[config.mk]
export PLATFORM = sky130hd
export DESIGN_NAME = mask_result_reg
export DESIGN_NICKNAME = d
export VERILOG_FILES = /design/src/verilog/mask_unit_pkg.sv /design/src/verilog/mask_result_reg.sv
export VERILOG_INCLUDE_DIRS = /design/src /design/src/verilog
export SDC_FILE = /design/constraint.sdc
export NUM_CORES = 1
export LEC_CHECK = 0
export ABC_AREA = 1
export BUFFER_PORTS_ARGS = -buffer_cell sky130_fd_sc_hd__buf_2
export CORE_AREA = 2 2 205 207
export DETAILED_ROUTE_END_ITERATION = 7
export DIE_AREA = 0 0 207 209
export GPL_TIMING_DRIVEN = 0
export PLACE_DENSITY = 0.51
export SLEW_MARGIN = 20
export SYNTH_ARGS = -nofsm -noshare
export SYNTH_HDL_FRONTEND = slang
export SYNTH_SLANG_ARGS = --single-unit
[constraint.sdc]
create_clock -name clk -period 0.8 [get_ports clk]
set_input_delay 0.08 -clock clk [delete_from_list [all_inputs] [get_ports clk]]
set_output_delay 0.08 -clock clk [all_outputs]
set_load 0.005 [all_outputs]
[src/verilog/mask_unit_params.svh]
`ifndef MASK_UNIT_PARAMS_SVH
`define MASK_UNIT_PARAMS_SVH

`define VLEN             128
`define VLENB            16
`define XLEN             32
`define VL_WIDTH         8
`define ROB_DEPTH_WIDTH  3
`define UOP_INDEX_WIDTH  3
`define FUNCT6_WIDTH     6
`define FUNCT3_WIDTH     3
`define VS1_OP_WIDTH     5

// element width codes
`define EEW8             2'b00
`define EEW16            2'b01
`define EEW32            2'b10

`define OPMVV            3'b010

// mask logical funct6
`define VMANDN           6'b011000
`define VMAND            6'b011001
`define VMOR             6'b011010
`define VMXOR            6'b011011
`define VMORN            6'b011100
`define VMNAND           6'b011101
`define VMNOR            6'b011110
`define VMXNOR           6'b011111
`define VWXUNARY0        6'b010000
`define VMUNARY0         6'b010100

// vs1 field opcodes
`define VCPOP            5'b10000
`define VFIRST           5'b10001
`define VMSBF            5'b00001
`define VMSOF            5'b00010
`define VMSIF            5'b00011
`define VIOTA            5'b10000
`define VID              5'b10001

// internal operation codes
`define MOP_LOGIC        4'd0
`define MOP_CPOP         4'd1
`define MOP_FIRST        4'd2
`define MOP_SBF          4'd3
`define MOP_SOF          4'd4
`define MOP_SIF          4'd5
`define MOP_IOTA         4'd6
`define MOP_ID           4'd7

`endif

[src/verilog/mask_unit_pkg.sv]
`include "mask_unit_params.svh"

package mask_unit_pkg;

  // one full vector register
  typedef logic [`VLEN-1:0]            vreg_t;

  // vl and vstart share a width
  typedef logic [`VL_WIDTH-1:0]        vl_t;

  typedef logic [`ROB_DEPTH_WIDTH-1:0] rob_entry_t;

  typedef logic [`FUNCT6_WIDTH-1:0]    funct6_t;

  typedef logic [`FUNCT3_WIDTH-1:0]    funct3_t;

  // vs1 register field used as an opcode
  typedef logic [`VS1_OP_WIDTH-1:0]    vs1_op_t;

  typedef logic [`UOP_INDEX_WIDTH-1:0] uop_index_t;

  typedef logic [1:0]                  eew_t;

  typedef logic [3:0]                  mask_op_t;

endpackage

[src/verilog/mask_result_reg.sv]
`include "mask_unit_params.svh"

module mask_result_reg (
  input  logic                       clk,
  input  logic                       arst_n,
  input  logic                       issue,
  input  mask_unit_pkg::mask_op_t    op,
  input  mask_unit_pkg::rob_entry_t  rob_entry,
  input  mask_unit_pkg::vreg_t       logic_result,
  input  mask_unit_pkg::vreg_t       scan_result,
  input  mask_unit_pkg::vreg_t       index_result,
  output logic                       result_valid,
  output mask_unit_pkg::rob_entry_t  result_rob_entry,
  output mask_unit_pkg::vreg_t       result_data,
  output logic                       ignore_vta,
  output logic                       ignore_vma
);

  mask_unit_pkg::vreg_t sel_data;
  logic                 set_op;
  logic                 vta;
  logic                 vma;

  always_comb begin
    case (op)
      `MOP_LOGIC:               sel_data = logic_result;
      `MOP_IOTA, `MOP_ID:       sel_data = index_result;
      default:                  sel_data = scan_result;
    endcase
  end

  // mask-producing ops own their tail
  assign set_op = (op == `MOP_SBF) || (op == `MOP_SOF) || (op == `MOP_SIF);
  assign vta    = (op == `MOP_LOGIC) || set_op;
  assign vma    = set_op;

  always_ff @(posedge clk or negedge arst_n) begin
    if (!arst_n) begin
      result_valid     <= 1'b0;
      ignore_vta       <= 1'b0;
      ignore_vma       <= 1'b0;
      result_rob_entry <= '0;
      result_data      <= '0;
    end else begin
      result_valid <= issue;
      ignore_vta   <= issue && vta;
      ignore_vma   <= issue && vma;
      if (issue) begin
        result_rob_entry <= rob_entry;
        result_data      <= sel_data;
      end
    end
  end

endmodule

==> key figures <==
Outcome
  • Status: finished with violations
  • Failing checks: hold timing, setup timing

Floorplan
  • # IOs: 528
  • Die Span Y: 209 um
  • Starting Density: 0.205
  • Row cnt: 75
  • Die X: 207 um
  • Core Box Area: 41300 sq um
  • Area of the die: 43300 sq um

Placed design
  • GP Congestion: 0.951
  • Dpl ws: -1.16 ns
  • Placed cell areas: 11900 sq um
  • Hpwl dp: 33.1 mm
  • Port bufs: 526

Timing
  • Fmax: 0.897 GHz
  • Post-layout min period: 1.12 ns
  • Tcrit/Tclk final: 1.39
  • Least-Margin Pin Slew: 0.573 ns
  • Worst hold slack: -0.419 ns
  • Max-slew violations: 0
  • Slew Limit Headroom: 0.618
  • Fin. Hold Viols: 67
  • RSZ-0062 raised after global routing: yes
  • Setup violators final: 207
  • Final setup margin: -0.315 ns
  • Setup TNS: -33.08 ns
  • Clock skew: 0 ns

Power and ir drop
  • Power consumption: 0.0243 W
  • Lkg Pwr: 8.18 nW
  • Seq pwr share: 0.326
  • Combinational share of power: 0.318
  • Sw power: 0.00755 W
  • Maximum vdd drop: 1360 uV
  • Clock power share: 0.355
  • Int Pwr: 0.0168 W
  • Pwr/cell area: 1460 nW/um^2
  • Sw Share: 0.310

Cells and area
  • Final core utilization: 0.403
  • Synth-to-Final Area Change: 96.6%
  • Most frequent cells in the layout: buf_2 (530), nor2_1 (373), nand3_1 (243)
  • Fraction of layout cells with a size suffix above 1: 0.435
  • Design Area, Final: 16600 sq um
  • Most common cell after layout, fill and taps aside: buf_2
  • Total Nets Final: 2502
  • # fillers: 4248
  • Multi-input combinational cell area: 4820 sq um
  • Seq. cell area: 3350 sq um

Yosys
  • Syn. warnings: 0
  • Yosys reg bits: 134
  • Mapped cell area: 8460 sq um
  • Yosys cell types: 14
  • Post-synthesis area per instance: 6.55 sq um
  • Synthesized Nets: 1686
  • Synthesized instance count: 1292
  • Sequential area share after synthesis: 0.396

Worst hold path
  • Hold Crit Class: input pin to asynchronous set/reset pin

GRT
  • Gr busiest metal: met2
  • Grt ovf: 0
  • Met2 global-route usage: 0.337
  • Antenna violations before repair: 2
  • First-pass GRT wire length: 67.0 mm
  • Met1 usage: 0.241
  • Total track usage: 0.199
  • Met3 usage in global routing: 0.0397
  • Largest net degree at the start of global routing: 71
  • Vias in the first global route: 11900

Flow run
  • Max-Cap Viols: 0

Route
  • Pre-antenna DRT Iters: 5
  • Vias per inst: 4.63
  • Antenna Violating Nets Remaining: 0
  • Drt initial violations: 1111
  • Final wirelength: 47.5 mm
  • Post-DR wirelength/cell: 17.8 um
  • Routed via count: 12300
  • Post-route DRC: 0

Worst setup path
  • Crit path launch type: flip-flop
  • Cells along the critical path: buf_2
  • CP Data Required Time: 0.72 ns
  • Crit-path max cell delay: 0.44 ns
  • CP delay by family, top: flip-flops
  • Crit-path slowest cell: dfrtp_1
  • CP max FO: 2
  • Worst setup EP type: output pin
  • Worst Path Buf+Inv: 1
  • Critical path class: flip-flop to output pin
  • Worst Path Arrival: 1.04 ns

Clock tree
  • CTS Sinks: 134
  • CTS tree: yes
  • Clock insertion delay at the later pin of the skew report: 0.43 ns
  • CTS Buffer Depth: 2
  • Clk pin slew, worst setup/hold paths: 0.06 ns
  • Cts bufs inserted: 17
  • Root Driver: clkbuf_16
  • Max H-tree Level: 4
  • Number of hold buffers added after cts: 175
==> metrics by stage <==
stage               hold WS, ns  instances
CTS                      -0.410       2623
global route             -0.395       2661
global placement          0.214       2357
floorplan                -0.216       1292
detailed placement       0.0710       2358
finish                   -0.419       2661
==> registers in the layout, summed over array words and instances (netlist names) <==
| name | count |
|---|---|
| ignore_vma | 1 |
| ignore_vta | 1 |
| result_data | 128 |
| result_rob_entry | 3 |
| result_valid | 1 |
==> cells by family (layout without fill, tap and decap cells) <==
logic type	after synthesis	after routing	synth area share
buffers and inverters	244	1073	0.121
other	0	1	0
and+or+nand+nor	912	912	0.482
AOI/OAI and AO/OA	2	2	0.00133
DFF	134	134	0.396
==> Yosys cell counts, drive strengths merged <==
cell type | number | area (sq um)
nor2 | 514 | 1940
inv | 130 | 488
nand3b | 1 | 7.51
clkbuf | 45 | 169
nand4 | 128 | 801
nand2 | 11 | 41.3
a21oi | 1 | 5.00
buf | 69 | 365
nand3 | 258 | 1290
dfrtp | 134 | 3350
a31oi | 1 | 6.26
==> cell type report <==
type,instances,area share
diodes,1,0.000150
plain buffers,106,0.0583
clock buffers,20,0.0268
clock inverters,12,0.0105
inverters,130,0.0295
multi-input cells,914,0.290
flip-flops and latches,134,0.202
well taps,539,0.0405
repair buffers,805,0.343
==> worst paths after layout <==
| kind | startpoint | end | slack (ns) | cells after the start |
|---|---|---|---|---|
| worst max-delay path | result_data[88] | result_data[88] | -0.32 | 1 |
| worst min-delay path | arst_n | result_data[95] | -0.42 | 1 |
| worst max register to register | result_data[61] | result_data[61] | -0.04 | 4 |
| worst min register to register | result_rob_entry[0] | result_rob_entry[0] | 0.49 | 2 |
| max in group asynchronous | arst_n | result_data[21] | 0.44 | 2 |
| min in group clk | scan_result[11] | result_data[11] | 0.02 | 5 |
==> power by group through the flow <==
stage / logic (W) / clock network (W) / registers (W)
3_5_place_dp: 0.00525 / 0 / 0.00805
4_1_cts: 0.00676 / 0.00893 / 0.00793
5_1_grt: 0.00836 / 0.00921 / 0.00802
2_1_floorplan: 0.00218 / 0 / 0.00810
6_report: 0.00774 / 0.00865 / 0.00794
3_3_place_gp: 0.00525 / 0 / 0.00801
==> metal layers <==
layer | routed length (um) | up-vias | part of all wire
li1 | - | 5843 | -
met1 | 19300 | 5723 | 0.41
met2 | 22700 | 613 | 0.48
met3 | 3060 | 134 | 0.064
met4 | 2390 | 0 | 0.050
met5 | 0 | - | 0
==> repair_timing <==
| item | in CTS | in global routing |
|---|---|---|
| hold endpoints to repair | 179 | 64 |
| setup endpoints to repair | 266 | 254 |
| resized for setup | 163 | 318 |
| pin swaps | 26 | 150 |
| buffers inserted | 55 | 47 |
| gates cloned | 5 | 11 |
Note: power is estimated with default switching activity, not from simulation.
