==> src/verilog/mask_unit_params.svh <==
`ifndef MASK_UNIT_PARAMS_SVH
`define MASK_UNIT_PARAMS_SVH

`define VLEN             128
`define VLENB            16
`define XLEN             32
`define VL_WIDTH         8
`define ROB_DEPTH_WIDTH  3
`define UOP_INDEX_WIDTH  3
`define FUNCT6_WIDTH     6
`define FUNCT3_WIDTH     3
`define VS1_OP_WIDTH     5

// element width codes
`define EEW8             2'b00
`define EEW16            2'b01
`define EEW32            2'b10

`define OPMVV            3'b010

// mask logical funct6
`define VMANDN           6'b011000
`define VMAND            6'b011001
`define VMOR             6'b011010
`define VMXOR            6'b011011
`define VMORN            6'b011100
`define VMNAND           6'b011101
`define VMNOR            6'b011110
`define VMXNOR           6'b011111
`define VWXUNARY0        6'b010000
`define VMUNARY0         6'b010100

// vs1 field opcodes
`define VCPOP            5'b10000
`define VFIRST           5'b10001
`define VMSBF            5'b00001
`define VMSOF            5'b00010
`define VMSIF            5'b00011
`define VIOTA            5'b10000
`define VID              5'b10001

// internal operation codes
`define MOP_LOGIC        4'd0
`define MOP_CPOP         4'd1
`define MOP_FIRST        4'd2
`define MOP_SBF          4'd3
`define MOP_SOF          4'd4
`define MOP_SIF          4'd5
`define MOP_IOTA         4'd6
`define MOP_ID           4'd7

`endif

==> src/verilog/mask_unit_pkg.sv <==
`include "mask_unit_params.svh"

package mask_unit_pkg;

  // one full vector register
  typedef logic [`VLEN-1:0]            vreg_t;

  // vl and vstart share a width
  typedef logic [`VL_WIDTH-1:0]        vl_t;

  typedef logic [`ROB_DEPTH_WIDTH-1:0] rob_entry_t;

  typedef logic [`FUNCT6_WIDTH-1:0]    funct6_t;

  typedef logic [`FUNCT3_WIDTH-1:0]    funct3_t;

  // vs1 register field used as an opcode
  typedef logic [`VS1_OP_WIDTH-1:0]    vs1_op_t;

  typedef logic [`UOP_INDEX_WIDTH-1:0] uop_index_t;

  typedef logic [1:0]                  eew_t;

  typedef logic [3:0]                  mask_op_t;

endpackage

==> src/verilog/mask_index_unit.sv <==
`include "mask_unit_params.svh"

module mask_index_unit (
  input  mask_unit_pkg::mask_op_t    op,
  input  logic                       vm,
  input  mask_unit_pkg::vreg_t       v0_data,
  input  mask_unit_pkg::vreg_t       vs2_data,
  input  mask_unit_pkg::uop_index_t  uop_index,
  input  mask_unit_pkg::eew_t        vd_eew,
  output mask_unit_pkg::vreg_t       index_result
);

  localparam int CNT_W = $clog2(`VLEN);

  mask_unit_pkg::vreg_t  src;
  logic [CNT_W-1:0]      seg_a [`VLEN/4];
  logic [CNT_W-1:0]      seg_b [`VLEN/4];
  logic [CNT_W-1:0]      seg_c [`VLEN/2];
  logic [CNT_W-1:0]      total_a;
  logic [CNT_W-1:0]      total_b;
  logic [CNT_W-1:0]      iota [`VLEN];

  assign src = vm ? vs2_data : (vs2_data & v0_data);

  // three independent carry chains, stitched afterwards
  always_comb begin
    seg_a[0] = '0;
    seg_b[0] = '0;
    seg_c[0] = '0;
    for (int k = 1; k < `VLEN/4; k++) begin
      seg_a[k] = seg_a[k-1] + CNT_W'(src[k-1]);
      seg_b[k] = seg_b[k-1] + CNT_W'(src[`VLEN/4+k-1]);
    end
    for (int k = 1; k < `VLEN/2; k++) begin
      seg_c[k] = seg_c[k-1] + CNT_W'(src[`VLEN/2+k-1]);
    end
  end

  assign total_a = seg_a[`VLEN/4-1] + CNT_W'(src[`VLEN/4-1]);
  assign total_b = seg_b[`VLEN/4-1] + CNT_W'(src[`VLEN/2-1]);

  always_comb begin
    for (int j = 0; j < `VLEN/4; j++) begin
      iota[j]          = seg_a[j];
      iota[`VLEN/4+j]  = seg_b[j] + total_a;
    end
    for (int j = 0; j < `VLEN/2; j++) begin
      iota[`VLEN/2+j] = seg_c[j] + total_a + total_b;
    end
  end

  always_comb begin
    logic [CNT_W-1:0] g;
    logic [CNT_W-1:0] elem;
    index_result = '0;
    g            = '0;
    elem         = '0;
    if (op == `MOP_IOTA || op == `MOP_ID) begin
      case (vd_eew)
        `EEW8: for (int i = 0; i < `VLENB; i++) begin
          g    = {uop_index, i[3:0]};
          elem = (op == `MOP_IOTA) ? iota[g] : g;
          index_result[i*8 +: 8] = 8'(elem);
        end
        `EEW16: for (int i = 0; i < `VLEN/16; i++) begin
          g    = {1'b0, uop_index, i[2:0]};
          elem = (op == `MOP_IOTA) ? iota[g] : g;
          index_result[i*16 +: 16] = 16'(elem);
        end
        `EEW32: for (int i = 0; i < `VLEN/32; i++) begin
          g    = {2'b00, uop_index, i[1:0]};
          elem = (op == `MOP_IOTA) ? iota[g] : g;
          index_result[i*32 +: 32] = 32'(elem);
        end
        default: index_result = '0;
      endcase
    end
  end

endmodule

==> config.mk <==
export PLATFORM = sky130hd
export DESIGN_NAME = mask_index_unit
export DESIGN_NICKNAME = d
export VERILOG_FILES = /design/src/verilog/mask_unit_pkg.sv /design/src/verilog/mask_index_unit.sv
export VERILOG_INCLUDE_DIRS = /design/src /design/src/verilog
export SDC_FILE = /design/constraint.sdc
export NUM_CORES = 2
export LEC_CHECK = 0
export ABC_CLOCK_PERIOD_IN_PS = 33600
export BUFFER_PORTS_ARGS = -buffer_cell sky130_fd_sc_hd__buf_4
export CORE_ASPECT_RATIO = 1.4
export CORE_MARGIN = 2
export CORE_UTILIZATION = 32
export DETAILED_ROUTE_END_ITERATION = 10
export GPL_TIMING_DRIVEN = 1
export MAX_ROUTING_LAYER = met4
export PLACE_DENSITY = 0.51
export RECOVER_POWER = 50
export SETUP_SLACK_MARGIN = 0.1
export SYNTH_ARGS = -nofsm -noshare
export SYNTH_HDL_FRONTEND = slang
export SYNTH_SLANG_ARGS = --single-unit
export TNS_END_PERCENT = 100
==> constraint.sdc <==
create_clock -name vclk -period 33.6
set_input_delay 5.04 -clock vclk [all_inputs]
set_output_delay 5.04 -clock vclk [all_outputs]
set_load 0.02 [all_outputs]
==> summary.md <==
| Metric | Value |
|---|---|
| Drc violations | `0` |
| Vias | `between 60000 and 70000` |
| Seq/Total Area, Yosys | `0%` |
| Crit-path max cell delay | `2.36 ns` |
| Core area | `~190000 µm²` |
| Drt pass-1 iters | `6` |
| Outcome | `finished, violations left` |
| CP max FO | `38` |
| Post-route ant nets | `0` |
| Routed WL per cell | `between 30 and 40 µm` |
| GP Congestion | `~1.1` |
| Final worst-path cycle share | `100.2%` |
| Clkbuf count | `0` |
| Number of cells on the worst hold path | `3` |
| Failing checks | `capacitance limit, slew limit, setup timing` |
| First DRT Iteration DRCs | `between 5000 and 6000` |
| Syn Inst Count | `7387` |
| Tmin final | `approximately 34 ns` |
| Hold Fails Final Rpt | `0` |
| Initial Util | `~32%` |
| Area grow syn2layout | `27.54%` |
| Commonest non-fill, non-tap cell in the layout | `buf_4` |
| Crit path DAT | `about 29 ns` |
| Layout cells sized above 1 | `between 20 and 25%` |
| Synthesized cell area | `~60000 µm²` |
| Ports | `about 390` |
| Setup ws final | `-0.06291 ns` |
| Placed Instance Area | `around 77000 µm²` |
| Initial antenna violation count | `50` |
| # rows | `roughly 190` |
| Library cells used by synthesis | `110` |
| Cell area after layout | `~78000 µm²` |
| Layout Nets | `between 10000 and 15000` |
| Data required time of the critical path | `around 29 ns` |
| Die H | `519.6 µm` |
| F_max | `between 20 and 30 MHz` |
| First-pass GRT wire length | `542.4 mm` |
| Max-Cap Viols | `2` |
| CP max stage cell | `clkbuf_1` |
| Storage element area | `0 µm²` |
| Slew Viols, Final | `52` |
| RSZ-0062 raised after global routing | `false` |
| DRT Wirelength | `approximately 410 mm` |
| Syn Area/Cell | `8.227 µm²` |
| Post-DP HPWL | `351.7 mm` |
| Largest net degree at the start of global routing | `approximately 140` |
| Commonest non-fill, non-tap cells in the layout | `1674 x buf_4, 775 x xnor2_1, 726 x ha_1` |
| Most used cell, CP | `ha_1` |
| Max-slew headroom | `-118.1%` |
| FF+latch count | `0` |
| Vias per std cell | `around 5.7` |
| Hold Crit Class | `in2out` |
| Setup Viol. Count Final | `1` |
| Port Buf Inserts | `~380` |
| YS warnings | `0` |
| Fill cells | `19660` |
| Die Area | `~190000 µm²` |
| Hold buffer count at CTS | `0` |
| Gr usage total | `about 43%` |
| Slew at the pin with the worst max-slew slack | `3.271 ns` |
| Setup CP Type | `in2out` |
| Multi-input gate area | `57920 µm²` |
| Die width | `between 300 and 400 µm` |
| Nature of the critical path endpoint | `primary output` |
| CP Launch Type | `input port` |
| GRT overflow | `0` |
| Vias in the first global route | `~64000` |
## repair_timing
action                                  in CTS  in global routing
endpoints found under the setup margin      45                 26
pin swaps                                    8                  8
endpoints found under the hold margin        0                  0
buffers inserted                             2                  2
gates resized for setup                     41                 16
## final cells by class
| type | instances | share of cell area (%) |
|---|---|---|
| tap | 2483 | 4.008 |
| multi-input combinational | 6454 | 74.72 |
| timing repair buffer | 1788 | 18.05 |
| inverter | 625 | 3.059 |
| antenna | 48 | 0.1550 |
## cells in the mapped netlist (103+ instances only)
| cell | instances | area [µm²] |
|---|---|---|
| nand3_1 | 176 | 880.8 |
| xnor2_1 | 799 | 6998 |
| mux4_2 | 178 | 4009 |
| clkbuf_1 | 224 | 840.8 |
| o21ai_0 | 338 | 1692 |
| ha_1 | 751 | 9397 |
| inv_1 | 610 | 2290 |
| nor2_1 | 491 | 1843 |
| a21oi_1 | 621 | 3108 |
| xor2_1 | 407 | 3565 |
| fa_1 | 427 | 8548 |
| a21o_1 | 266 | 1997 |
| nand2_1 | 549 | 2061 |
| nor3_1 | 103 | 515.5 |
| o21a_1 | 128 | 960.9 |
## per-stage QoR
step | hold slack (ns) | utilization, % | TNS [ns] | setup slack [ns] | instances
after floorplan | 10.35 | - | 0 | 0.09281 | 7406
after global placement | 10.62 | 40.79 | -36.56 | -1.689 | 11350
after detailed placement | 10.62 | 40.79 | -40.65 | -1.831 | 11350
after CTS | 10.62 | 40.94 | 0 | 0.1664 | 11350
after global routing | 10.63 | 40.96 | 0 | 0.1785 | 11390
final | 10.63 | 40.97 | -0.06291 | -0.06291 | 11400
## worst paths after layout
path                   from           endpoint
hold / removal    vd_eew[1]  index_result[114]
setup / recovery         vm   index_result[38]
## cells by family (layout without fill, tap and decap cells)
family | count (synthesis) | in the layout | share of synthesized area (%)
compound gates | 1945 | 1945 | 20.43
buf+inv | 952 | 2413 | 6.057
xor+xnor | 1357 | 1357 | 22.82
fa+ha+maj | 1192 | 1192 | 29.76
mux | 299 | 299 | 8.692
simple gates | 1641 | 1641 | 12.25
other cells | 1 | 68 | 0.006170
## routing by layer
| metal | wire length (µm) | global-route usage [%] | up-vias |
|---|---|---|---|
| met5 | 0 | - | - |
| met3 | 21540 | 5.978 | 912 |
| met1 | 143000 | 43.47 | 32060 |
| met4 | 49980 | 41.10 | 0 |
| li1 | - | - | 28920 |
| met2 | 194400 | 69.33 | 2741 |
## worst max-delay path, delay by kind of cell
kind	cells	cell delay [ns]
AOI/OAI and AO/OA	8	1.20
buffers and inverters	12	4.11
adders and majority gates	32	17.67
and+or+nand+nor	2	0.19
xor gates and xnor gates	2	0.32
