===== config.mk =====
export PLATFORM = sky130hd
export DESIGN_NAME = mask_logic_unit
export DESIGN_NICKNAME = d
export VERILOG_FILES = /design/src/verilog/mask_unit_pkg.sv /design/src/verilog/mask_logic_unit.sv
export VERILOG_INCLUDE_DIRS = /design/src /design/src/verilog
export SDC_FILE = /design/constraint.sdc
export NUM_CORES = 1
export LEC_CHECK = 0
export ABC_CLOCK_PERIOD_IN_PS = 1800
export BUFFER_PORTS_ARGS = -buffer_cell sky130_fd_sc_hd__buf_4
export CAP_MARGIN = 20
export CORE_UTILIZATION = 33
export DETAILED_ROUTE_END_ITERATION = 16
export PLACE_DENSITY_LB_ADDON = 0.3
export SLEW_MARGIN = 0
export SYNTH_ARGS = -nofsm -noshare
export SYNTH_HDL_FRONTEND = slang
export SYNTH_SLANG_ARGS = --single-unit

===== constraint.sdc =====
create_clock -name vclk -period 1.8
set_clock_uncertainty 0.05 [all_clocks]
set_input_delay 0.09 -clock vclk [all_inputs]
set_output_delay 0.09 -clock vclk [all_outputs]
set_load 0.01 [all_outputs]

===== src/verilog/mask_unit_params.svh =====
`ifndef MASK_UNIT_PARAMS_SVH
`define MASK_UNIT_PARAMS_SVH

`define VLEN             128
`define VLENB            16
`define XLEN             32
`define VL_WIDTH         8
`define ROB_DEPTH_WIDTH  3
`define UOP_INDEX_WIDTH  3
`define FUNCT6_WIDTH     6
`define FUNCT3_WIDTH     3
`define VS1_OP_WIDTH     5

// element width codes
`define EEW8             2'b00
`define EEW16            2'b01
`define EEW32            2'b10

`define OPMVV            3'b010

// mask logical funct6
`define VMANDN           6'b011000
`define VMAND            6'b011001
`define VMOR             6'b011010
`define VMXOR            6'b011011
`define VMORN            6'b011100
`define VMNAND           6'b011101
`define VMNOR            6'b011110
`define VMXNOR           6'b011111
`define VWXUNARY0        6'b010000
`define VMUNARY0         6'b010100

// vs1 field opcodes
`define VCPOP            5'b10000
`define VFIRST           5'b10001
`define VMSBF            5'b00001
`define VMSOF            5'b00010
`define VMSIF            5'b00011
`define VIOTA            5'b10000
`define VID              5'b10001

// internal operation codes
`define MOP_LOGIC        4'd0
`define MOP_CPOP         4'd1
`define MOP_FIRST        4'd2
`define MOP_SBF          4'd3
`define MOP_SOF          4'd4
`define MOP_SIF          4'd5
`define MOP_IOTA         4'd6
`define MOP_ID           4'd7

`endif


===== src/verilog/mask_unit_pkg.sv =====
`include "mask_unit_params.svh"

package mask_unit_pkg;

  // one full vector register
  typedef logic [`VLEN-1:0]            vreg_t;

  // vl and vstart share a width
  typedef logic [`VL_WIDTH-1:0]        vl_t;

  typedef logic [`ROB_DEPTH_WIDTH-1:0] rob_entry_t;

  typedef logic [`FUNCT6_WIDTH-1:0]    funct6_t;

  typedef logic [`FUNCT3_WIDTH-1:0]    funct3_t;

  // vs1 register field used as an opcode
  typedef logic [`VS1_OP_WIDTH-1:0]    vs1_op_t;

  typedef logic [`UOP_INDEX_WIDTH-1:0] uop_index_t;

  typedef logic [1:0]                  eew_t;

  typedef logic [3:0]                  mask_op_t;

endpackage


===== src/verilog/mask_logic_unit.sv =====
`include "mask_unit_params.svh"

module mask_logic_unit (
  input  mask_unit_pkg::funct6_t  funct6,
  input  mask_unit_pkg::vl_t      vstart,
  input  mask_unit_pkg::vreg_t    vs1_data,
  input  mask_unit_pkg::vreg_t    vs2_data,
  input  mask_unit_pkg::vreg_t    vd_data,
  output mask_unit_pkg::vreg_t    logic_result
);

  mask_unit_pkg::vreg_t raw;

  // vs2 is the left operand
  always_comb begin
    case (funct6)
      `VMANDN: raw = vs2_data & ~vs1_data;
      `VMAND:  raw = vs2_data & vs1_data;
      `VMOR:   raw = vs2_data | vs1_data;
      `VMXOR:  raw = vs2_data ^ vs1_data;
      `VMORN:  raw = vs2_data | ~vs1_data;
      `VMNAND: raw = ~(vs2_data & vs1_data);
      `VMNOR:  raw = ~(vs2_data | vs1_data);
      `VMXNOR: raw = ~(vs2_data ^ vs1_data);
      default: raw = '0;
    endcase
  end

  // prestart bits keep vd
  always_comb begin
    for (int j = 0; j < `VLEN; j++) begin
      logic_result[j] = (j < int'(vstart)) ? vd_data[j] : raw[j];
    end
  end

endmodule


==> results of run 1 <==
-- final cells by class --
cell class                      count  area share [%]
Antenna cell                        7          0.0710
Timing Repair Buffer              766            26.4
Tap cell                          688            3.49
Multi-Input combinational cell   1820            65.2
Inverter                          319            4.85
-- kinds of logic after synthesis --
kind of cell,count (synthesis)
xor gates and xnor gates,325
buffers and inverters,486
and+or+nand+nor,310
muxes,84
adders and majority gates,512
AOI/OAI and AO/OA,589
-- through the flow --
step / setup slack, ns / setup TNS (ns)
after global routing: -0.0670 / -0.632
final: -0.0227 / -0.0510
after floorplan: 0.242 / 0
after CTS: -0.0205 / -0.0588
after detailed placement: -0.298 / -5.24
after global placement: -0.281 / -4.70
-- cells in the final DEF (no fill, tap or decap), drive strengths merged, types with 50 or more instances in the layout --
master	instances
nand2	204
mux2i	71
o21ai	132
a21oi	50
inv	319
ha	512
a211oi	107
xnor2	207
xor2	118
o31ai	80
buf	760
o22ai	69
nor2	70
a221oi	78
-- worst min-delay path: cells and delay by family --
kind	cells	cell delay [ns]
buf+inv	2	0.19
compound gates	1	0.05
simple gates	1	0.04
-- cell usage after synthesis (6+ instances only) --
| cell type | n |
|---|---|
| mux2_2 | 8 |
| nor2_1 | 68 |
| xnor2_1 | 207 |
| o21ai_0 | 103 |
| buf_2 | 49 |
| mux2i_1 | 71 |
| nor3_1 | 9 |
| ha_1 | 512 |
| inv_1 | 319 |
| o31ai_1 | 80 |
| nand2_1 | 202 |
| clkbuf_1 | 61 |
| a211oi_1 | 106 |
| buf_4 | 41 |
| nor2b_1 | 6 |
| a22oi_1 | 7 |
| a211o_1 | 27 |
| xor2_1 | 118 |
| o22ai_1 | 69 |
| o21ai_1 | 29 |
| o21bai_1 | 11 |
| buf_1 | 11 |
| a221oi_1 | 78 |
| a21oi_1 | 48 |
| a21o_1 | 11 |
-- worst min-delay path by stage --
stage | start | to | slack, ns | cells after the start
2_1_floorplan | vd_data[17] | logic_result[17] | 0.25 | 2
3_3_place_gp | vd_data[0] | logic_result[0] | 0.40 | 3
3_5_place_dp | vd_data[45] | logic_result[45] | 0.41 | 4
4_1_cts | vd_data[119] | logic_result[119] | 0.41 | 4
5_1_grt | vd_data[15] | logic_result[15] | 0.43 | 4
6_report | vd_data[119] | logic_result[119] | 0.41 | 4
-- layer usage --
layer	vias up	GRT usage (%)	part of all wire, %
li1	8995	-	-
met4	10	6.74	2.6
met2	556	45.4	50
met1	8947	29.7	42
met5	-	0	0.095
met3	102	3.28	5.4
-- report_power, final --
part	total [mW]	switching, mW	internal (mW)
logic	5.60	2.88	2.72
clock network	0.000000524	0	0.000000524
registers	0	0	0
total	5.60	2.88	2.72
-- repair_timing --
item	4_1_cts	5_1_grt
buffers inserted	6	12
hold endpoints to repair	0	0
gates cloned	2	5
gates resized for setup	61	109
pin swaps	11	23
endpoints found under the setup margin	88	86
==> metrics, run 1 <==
Min Hold Slack around 0.4 ns; gr usage total around 25%; I/O Buffers approximately 530; main combinational cell family by area after synthesis adder cells; multi-input combinational cell area ~16,000 um2; largest net degree at the start of global routing 55; Die Area 54,000 um2; Filler cells 5,125; post-synthesis mux area share under 10%; FP Rows between 80 and 90; peak supply drop ~0.00011 V; Crit Path Category in -> out; RSZ-0062 raised after global routing true; Antenna Violating Nets Remaining 0; Yosys top cell area share roughly 37%; FF+latch count 0; yosys warns 0; complex-gate fraction of the synthesized area about 23%; Core Util, Final ~47%; post-DP HPWL approximately 59,000 um; vias per cell 5.17; Hold Crit Class in -> out; FF+latch area 0 um2; ranking of synthesized cells by area ha_1, xnor2_1, inv_1; fraction of layout cells with a size suffix above 1 between 30% and 40%; core footprint 52,400 um2; Crit path buffers/inverters 4; outcome finished, violations left; fin area 24,700 um2; Placed Area 23,600 um2; syn avg cell area roughly 7.6 um2; Worst Setup EP logic_result[34]; register area share after synthesis 0%; Synth area leader ha_1; first-pass GRT wire length around 100,000 um; Required @ worst endpoint approximately 1.7 ns; Vias roughly 19,000; vias in the first global route between 15,000 and 20,000; Final Hold Viols 0; antenna violations before repair 12; Hold Buf Count CTS 0; Post-Route WL between 70,000 and 80,000 um; Netlist Area Pre-Place between 15,000 and 20,000 um2; Critical Path Fanout Max 28; grt total ovfl 0; Die Span Y 232 um; synth unique cells 54; CP Depth 9; Post-Place Cells roughly 3,600; Worst setup SP type primary input; I/O pin count ~530; Non-Filler Instances roughly 3,600; failing checks setup timing; Final Cycle Share 101%; PD cells 227 nW/um2; Post-Synth XOR/XNOR Area between 15 and 20%; Post-Synthesis Net Count around 3,200; initial core utilization 33.4%; worst-path cell chain buf_4, and3b_2, nand2_4, buf_12, buf_6, o22ai_2, a221oi_1, o31ai_1, buf_4; Final Wtd Congestion 0.903; CP most frequent cell buf_4; wire per inst a little over 20 um; Worst Path Arrival approximately 1.7 ns; maxcap violations 0; DRC Markers 0; drt initial violations 810; leak pwr approximately 13 nW; Area Growth Syn to Fin 40.9%; Syn Inst Count between 2,000 and 2,500; final setup vio count 3; Max stage delay on crit path approximately 0.33 ns; Fmax about 550 MHz; Slew @ Worst Pin approximately 0.68 ns; Worst Setup SP funct6[5]; CLK BUF 0; final total power about 5.6 mW; shortest period the worst path allows 1.82 ns; Post-Synth Adder-Cell Area 36.6%; Final Max Tran Viols 0; Worst Setup End Kind primary output; simple-gate share of the synthesized area about 7.3%; fin nets roughly 3,800; Crit-path slowest cell and3b_2; Setup WS post-layout -0.0227 ns; normalized max-slew margin between 50 and 60%; TritonRoute pass-1 iters 5; die width between 200 and 250 um; crit-path leading delay family buffers and inverters
(Power assumes the default switching activity.)
==> run 2, diff against run 1 <==
--- a/config.mk
+++ b/config.mk
@@ -11,6 +11,7 @@
 export CAP_MARGIN = 20
 export CORE_UTILIZATION = 33
 export DETAILED_ROUTE_END_ITERATION = 16
+export MAX_ROUTING_LAYER = met4
 export PLACE_DENSITY_LB_ADDON = 0.3
 export SLEW_MARGIN = 0
 export SYNTH_ARGS = -nofsm -noshare
==> run 2 against run 1 <==
Via count down 0.61%. First-iteration DRC count down 0.37%. Largest power group unchanged. Largest cell class unchanged. The flow still finishes with violations (setup timing). Wire length about the same. Sequential share of layout area unchanged. Cell count down 0.19%. Die area unchanged. Maximum frequency up 0.40%. Critical path depth down 1.
==> metrics, run 2 (synthesized netlist as in run 1, its figures left out) <==
Final Max Tran Viols 0 (unchanged); M1 GR Usage 29.9% (+0.15 points); outcome finished, violations left; Worst setup SP type primary input; commonest non-fill, non-tap cells in the layout buf_4, ha_1, inv_1, xnor2_1, nand2_1; most crowded layer after global routing met2; antenna violations before repair 7 (-5); met2 GRT Util 44.5% (-0.86 points); commonest non-fill, non-tap cell in the layout buf_4; leak pwr 12.8 nW (+0.21%); grt total ovfl 0 (unchanged); CLK BUF 0 (unchanged); Vias 18,500 (-0.61%); routing usage on met3 3.50% (+0.22 points); vias per cell 5.15 (-0.42%); Setup WS post-layout -0.0154 ns (+0.00728 ns); first-pass GRT wire length 104,000 um (+0.12%); Antenna Violating Nets Remaining 0 (unchanged); drt initial violations 807 (-0.37%); setup TNS -0.0209 ns (+0.0301 ns); FF+latch area 0 um2 (unchanged); Final Wtd Congestion 0.931 (+3.1%); gr usage total 25.5% (+0.80 points); Min Hold Slack 0.411 ns (+0.00188 ns); peak supply drop 0.000112 V (+6.4%); Crit Path Category in -> out; largest net degree at the start of global routing 60 (+9.1%); Fmax 551 MHz (+0.40%); failing checks setup timing; Slew @ Worst Pin 0.535 ns (-0.145 ns); FP Rows 84 (unchanged); PD cells 227 nW/um2 (+0.19%); Critical Path Fanout Max 13 (-54%); Final Hold Viols 0 (unchanged); RSZ-0062 raised after global routing true; Die Area 54,000 um2 (unchanged); initial core utilization 33.4% (unchanged); fin nets 3,812 (-0.13%); fraction of layout cells with a size suffix above 1 31.6% (+0.57 points); Die Span Y 232 um (unchanged); wire per inst 20.2 um (+0.22%); core footprint 52,400 um2 (unchanged); die width 232 um (unchanged); shortest period the worst path allows 1.82 ns (-0.00728 ns); normalized max-slew margin 64.1% (+9.4 points); DRC Markers 0 (unchanged); FF+latch count 0 (unchanged); final setup vio count 2 (-1); TritonRoute pass-1 iters 7 (+2); vias in the first global route 18,400 (+0.93%); post-DP HPWL 58,900 um (-0.36%); final total power 5.64 mW (+0.82%); Filler cells 5,041 (-1.6%); maxcap violations 0 (unchanged); I/O Buffers 526 (unchanged); Required @ worst endpoint 1.66 ns (about the same); hold-critical path depth 4 (unchanged); Final Cycle Share 101% (-0.40 points); Post-Route WL 72,700 um (about the same); Hold Crit Class in -> out; I/O pin count 526 (unchanged); Area Growth Syn to Fin 41.8%; Worst Path Arrival 1.68 ns (about the same); Core Util, Final 47.3% (+0.30 points); Worst Setup End Kind primary output; multi-input combinational cell area 16,300 um2 (+1.2%)
[run 2: worst paths after layout]
path | slack (ns) | start | endpoint
setup / recovery | -0.02 | vstart[7] | logic_result[109]
hold / removal | 0.41 | vd_data[100] | logic_result[100]
[run 2: layer usage]
| metal | vias to the layer above | wire length, um | part of all wire, % |
|---|---|---|---|
| li1 | 8989 | - | - |
| met1 | 8801 | 30100 | 41 |
| met2 | 597 | 35600 | 49 |
| met3 | 109 | 4490 | 6.2 |
| met4 | 0 | 2480 | 3.4 |
| met5 | - | 0 | 0 |
[run 2: area by class of cell]
class                      count  share of cell area [%]
tap                          688                    3.47
multi-input combinational   1820                    65.6
timing repair buffer         761                    26.1
inverter                     319                    4.82
antenna                        5                  0.0504
[run 2: metrics by stage]
stage | cell area (um2) | instances | setup slack (ns)
after floorplan | 17500 | 2306 | 0.242
after global placement | 23600 | 3570 | -0.186
after detailed placement | 23600 | 3570 | -0.178
after CTS | 23900 | 3573 | -0.00981
after global routing | 24800 | 3593 | -0.0815
final | 24800 | 3593 | -0.0154
[run 2: repair_timing]
item	in CTS	in global routing
setup endpoints to repair	88	98
gates cloned	2	6
pin swaps	13	36
buffers inserted	1	9
gates resized for setup	65	138
hold buffers	0	0
[run 2: report_power, final]
part | total [mW] | leakage, nW | internal, mW | switching (mW)
logic | 5.64 | 12.8 | 2.73 | 2.91
registers | 0 | 0 | 0 | 0
clock network | 0.000000372 | 0.0000317 | 0.000000372 | 0
total | 5.64 | 12.8 | 2.73 | 2.91
[run 2: critical path: stages]
cell and delay [ns]:
buf_4 0.12, buf_4 0.19, buf_4 0.20, nor3_2 0.16
buf_4 0.23, a21oi_1 0.15, o31ai_1 0.34, buf_4 0.19
==> run 3, diff against run 2 <==
--- a/config.mk
+++ b/config.mk
@@ -6,6 +6,7 @@
 export SDC_FILE = /design/constraint.sdc
 export NUM_CORES = 1
 export LEC_CHECK = 0
+export ABC_AREA = 1
 export ABC_CLOCK_PERIOD_IN_PS = 1800
 export BUFFER_PORTS_ARGS = -buffer_cell sky130_fd_sc_hd__buf_4
 export CAP_MARGIN = 20
@@ -13,6 +14,7 @@
 export DETAILED_ROUTE_END_ITERATION = 16
 export MAX_ROUTING_LAYER = met4
 export PLACE_DENSITY_LB_ADDON = 0.3
+export REMOVE_ABC_BUFFERS = 1
 export SLEW_MARGIN = 0
 export SYNTH_ARGS = -nofsm -noshare
 export SYNTH_HDL_FRONTEND = slang
==> run 3 against run 2 <==
The run now ends clean. Global-route usage down 1.1 points. Wire length is 18% higher. Cell count up 49%. Cell area is 15% higher. Sequential share of layout area is the same. Total power decreased by 17%. Clock-buffer cell count is the same. Critical path depth up 6. Combinational power decreased by 17%.
==> metrics, run 3 <==
outcome finished clean; met3 wire len 4370 um (-2.7%); first-pass GRT wire length 129,000 um (+23%); post-placement setup slack -0.0337 ns (+0.144 ns); final setup vio count 0 (-2); ranking of synthesized cells by area ha_1, nand3_1, nand2_1; Worst Path Arrival 1.58 ns (-0.10 ns); Antenna Violating Nets Remaining 0 (unchanged); Non-Filler Instances 5,345 (+49%); Critical Path Fanout Max 15 (+2); die width 258 um (+11%); drt initial violations 1,851 (+130%); wire per inst 16.1 um (-21%); Vias 26,100 (+41%); TritonRoute pass-1 iters 6 (-1); Synth area leader ha_1; register area share after synthesis 0% (unchanged); Fmax 581 MHz (+5.5%); maxcap violations 0 (unchanged); Syn Inst Count 3,983 (+73%); FP Rows 93 (+11%); hold-critical path depth 4 (unchanged); FF+latch count 0 (unchanged); list of most frequent post-synthesis cells nand2_1, nand3_1, inv_1, ha_1, nor2_1; post-DP HPWL 66,500 um (+13%); DRC Markers 0 (unchanged); Metal-1 WL 37,800 um (+26%); fraction of layout cells with a size suffix above 1 17.9% (-14 points); grt total ovfl 0 (unchanged); Max Used Layer met4; Post-Place Cells 5,305 (+49%); setup TNS 0 ns (+0.0209 ns); Hold Crit Class in -> out; Worst setup SP type primary input; Die Area 66,800 um2 (+24%); RSZ-0062 raised after global routing true; Final Wtd Congestion 0.912 (-2.1%); normalized max-slew margin 64.7% (+0.61 points); peak supply drop 0.0000851 V (-24%); Die Span Y 258 um (+11%); commonest non-fill, non-tap cell in the layout nand2_1; Placed Area 27,900 um2 (+18%); PD cells 165 nW/um2 (-27%); gr usage total 24.5% (-1.1 points); FF+latch area 0 um2 (unchanged); Final Cycle Share 95.6% (-5.3 points); antenna violations before repair 14 (+7); yosys warns 0 (unchanged); Yosys top cell area share 29.5% (-7.1 points); commonest non-fill, non-tap cells in the layout nand2_1, nand3_1, inv_1, buf_4, ha_1; Final Max Tran Viols 0 (unchanged); initial core utilization 33.5% (+0.15 points); vias in the first global route 23,900 (+30%); Filler cells 7,037 (+40%); Crit Path Category in -> out; vias per cell 4.89 (-5.0%); leak pwr 17.5 nW (+37%); shortest period the worst path allows 1.72 ns (-0.0954 ns); CLK BUF 0 (unchanged); I/O Buffers 526 (unchanged); fin nets 5,391 (+41%); Required @ worst endpoint 1.66 ns (about the same); multi-input combinational cell area 17,800 um2 (+9.2%); most frequent cell after synthesis nand2_1; met2 WL post-DR 41,400 um (+16%); I/O pin count 526 (unchanged); Min Hold Slack 0.406 ns (-0.00546 ns); Area Growth Syn to Fin 31.5%; Slew @ Worst Pin 0.529 ns (-0.00569 ns); syn avg cell area 5.45 um2 (-28%); Final Hold Viols 0 (unchanged); synth unique cells 22 (-59%); largest net degree at the start of global routing 48 (-20%); Setup WS post-layout 0.0801 ns (+0.0954 ns); Netlist Area Pre-Place 21,700 um2 (+24%); core footprint 64,700 um2 (+23%); Worst Setup End Kind primary output; Post-Route WL 85,900 um (+18%); fin area 28,500 um2 (+15%)
-- run 3: cell count changes after synthesis, sizes merged, moves of 71 or more --
cell	delta
nand3	+895
a211oi	-107
a221oi	-78
nor2	+227
xor2	-118
o31ai	-80
xnor2	-207
buf	+132
mux2i	-71
inv	+410
nand3b	+128
nand2	+788
-- run 3: per-layer routing --
layer	vias to the layer above	track usage, %
met2	792	42.3
li1	13400	-
met3	96	1.09
met1	11900	31.1
met4	0	5.98
met5	-	-
-- run 3: layout make-up --
| type | instances | share of cell area, % |
|---|---|---|
| well taps | 855 | 3.75 |
| diodes | 11 | 0.0965 |
| repair buffers | 760 | 24.1 |
| inverters | 730 | 9.64 |
| multi-input cells | 2989 | 62.4 |
-- run 3: final timing paths --
| path | start | endpoint | slack (ns) |
|---|---|---|---|
| setup / recovery | funct6[2] | logic_result[11] | 0.08 |
| hold / removal | vd_data[58] | logic_result[58] | 0.41 |
-- run 3: critical path: stages --
cell and delay (ns):
buf_4 0.12, inv_1 0.06, nand2_2 0.08, nor2_4 0.13, buf_4 0.19, buf_4 0.15, clkbuf_16 0.17, nand3_1 0.07
nand2_1 0.07, nor2_1 0.04, nand2_1 0.09, nand2_1 0.07, nand2_1 0.11, buf_4 0.14
-- run 3: repair_timing --
item / in CTS / in global routing
pin swaps: 0 / 5
resized for setup: 2 / 33
setup buffers: 0 / 15
endpoints found under the setup margin: 4 / 121
hold buffers: 0 / 0
gates cloned: 0 / 15
-- run 3: power breakdown --
group / leakage (nW) / switching (mW) / internal [mW]
clock: 0.0000697 / 0 / 0.000000819
sequential: 0 / 0 / 0
combinational: 17.5 / 2.64 / 2.06
-- run 3: logic make-up (layout without fill, tap and decap cells) --
logic type	Yosys count	in the layout	synth area share [%]
and+or+nand+nor	2317	2317	47.7
adders and majority gates	512	512	29.5
AOI/OAI and AO/OA	160	160	4.18
buffers and inverters	994	1490	18.6
other	0	11	0
-- run 3: metrics by stage --
stage          power (mW)  util [%]
6_report             4.70      44.1
5_1_grt              5.21      44.1
4_1_cts              4.59      43.1
3_5_place_dp         4.57      43.1
3_3_place_gp         4.52      43.1
2_1_floorplan        2.09         -
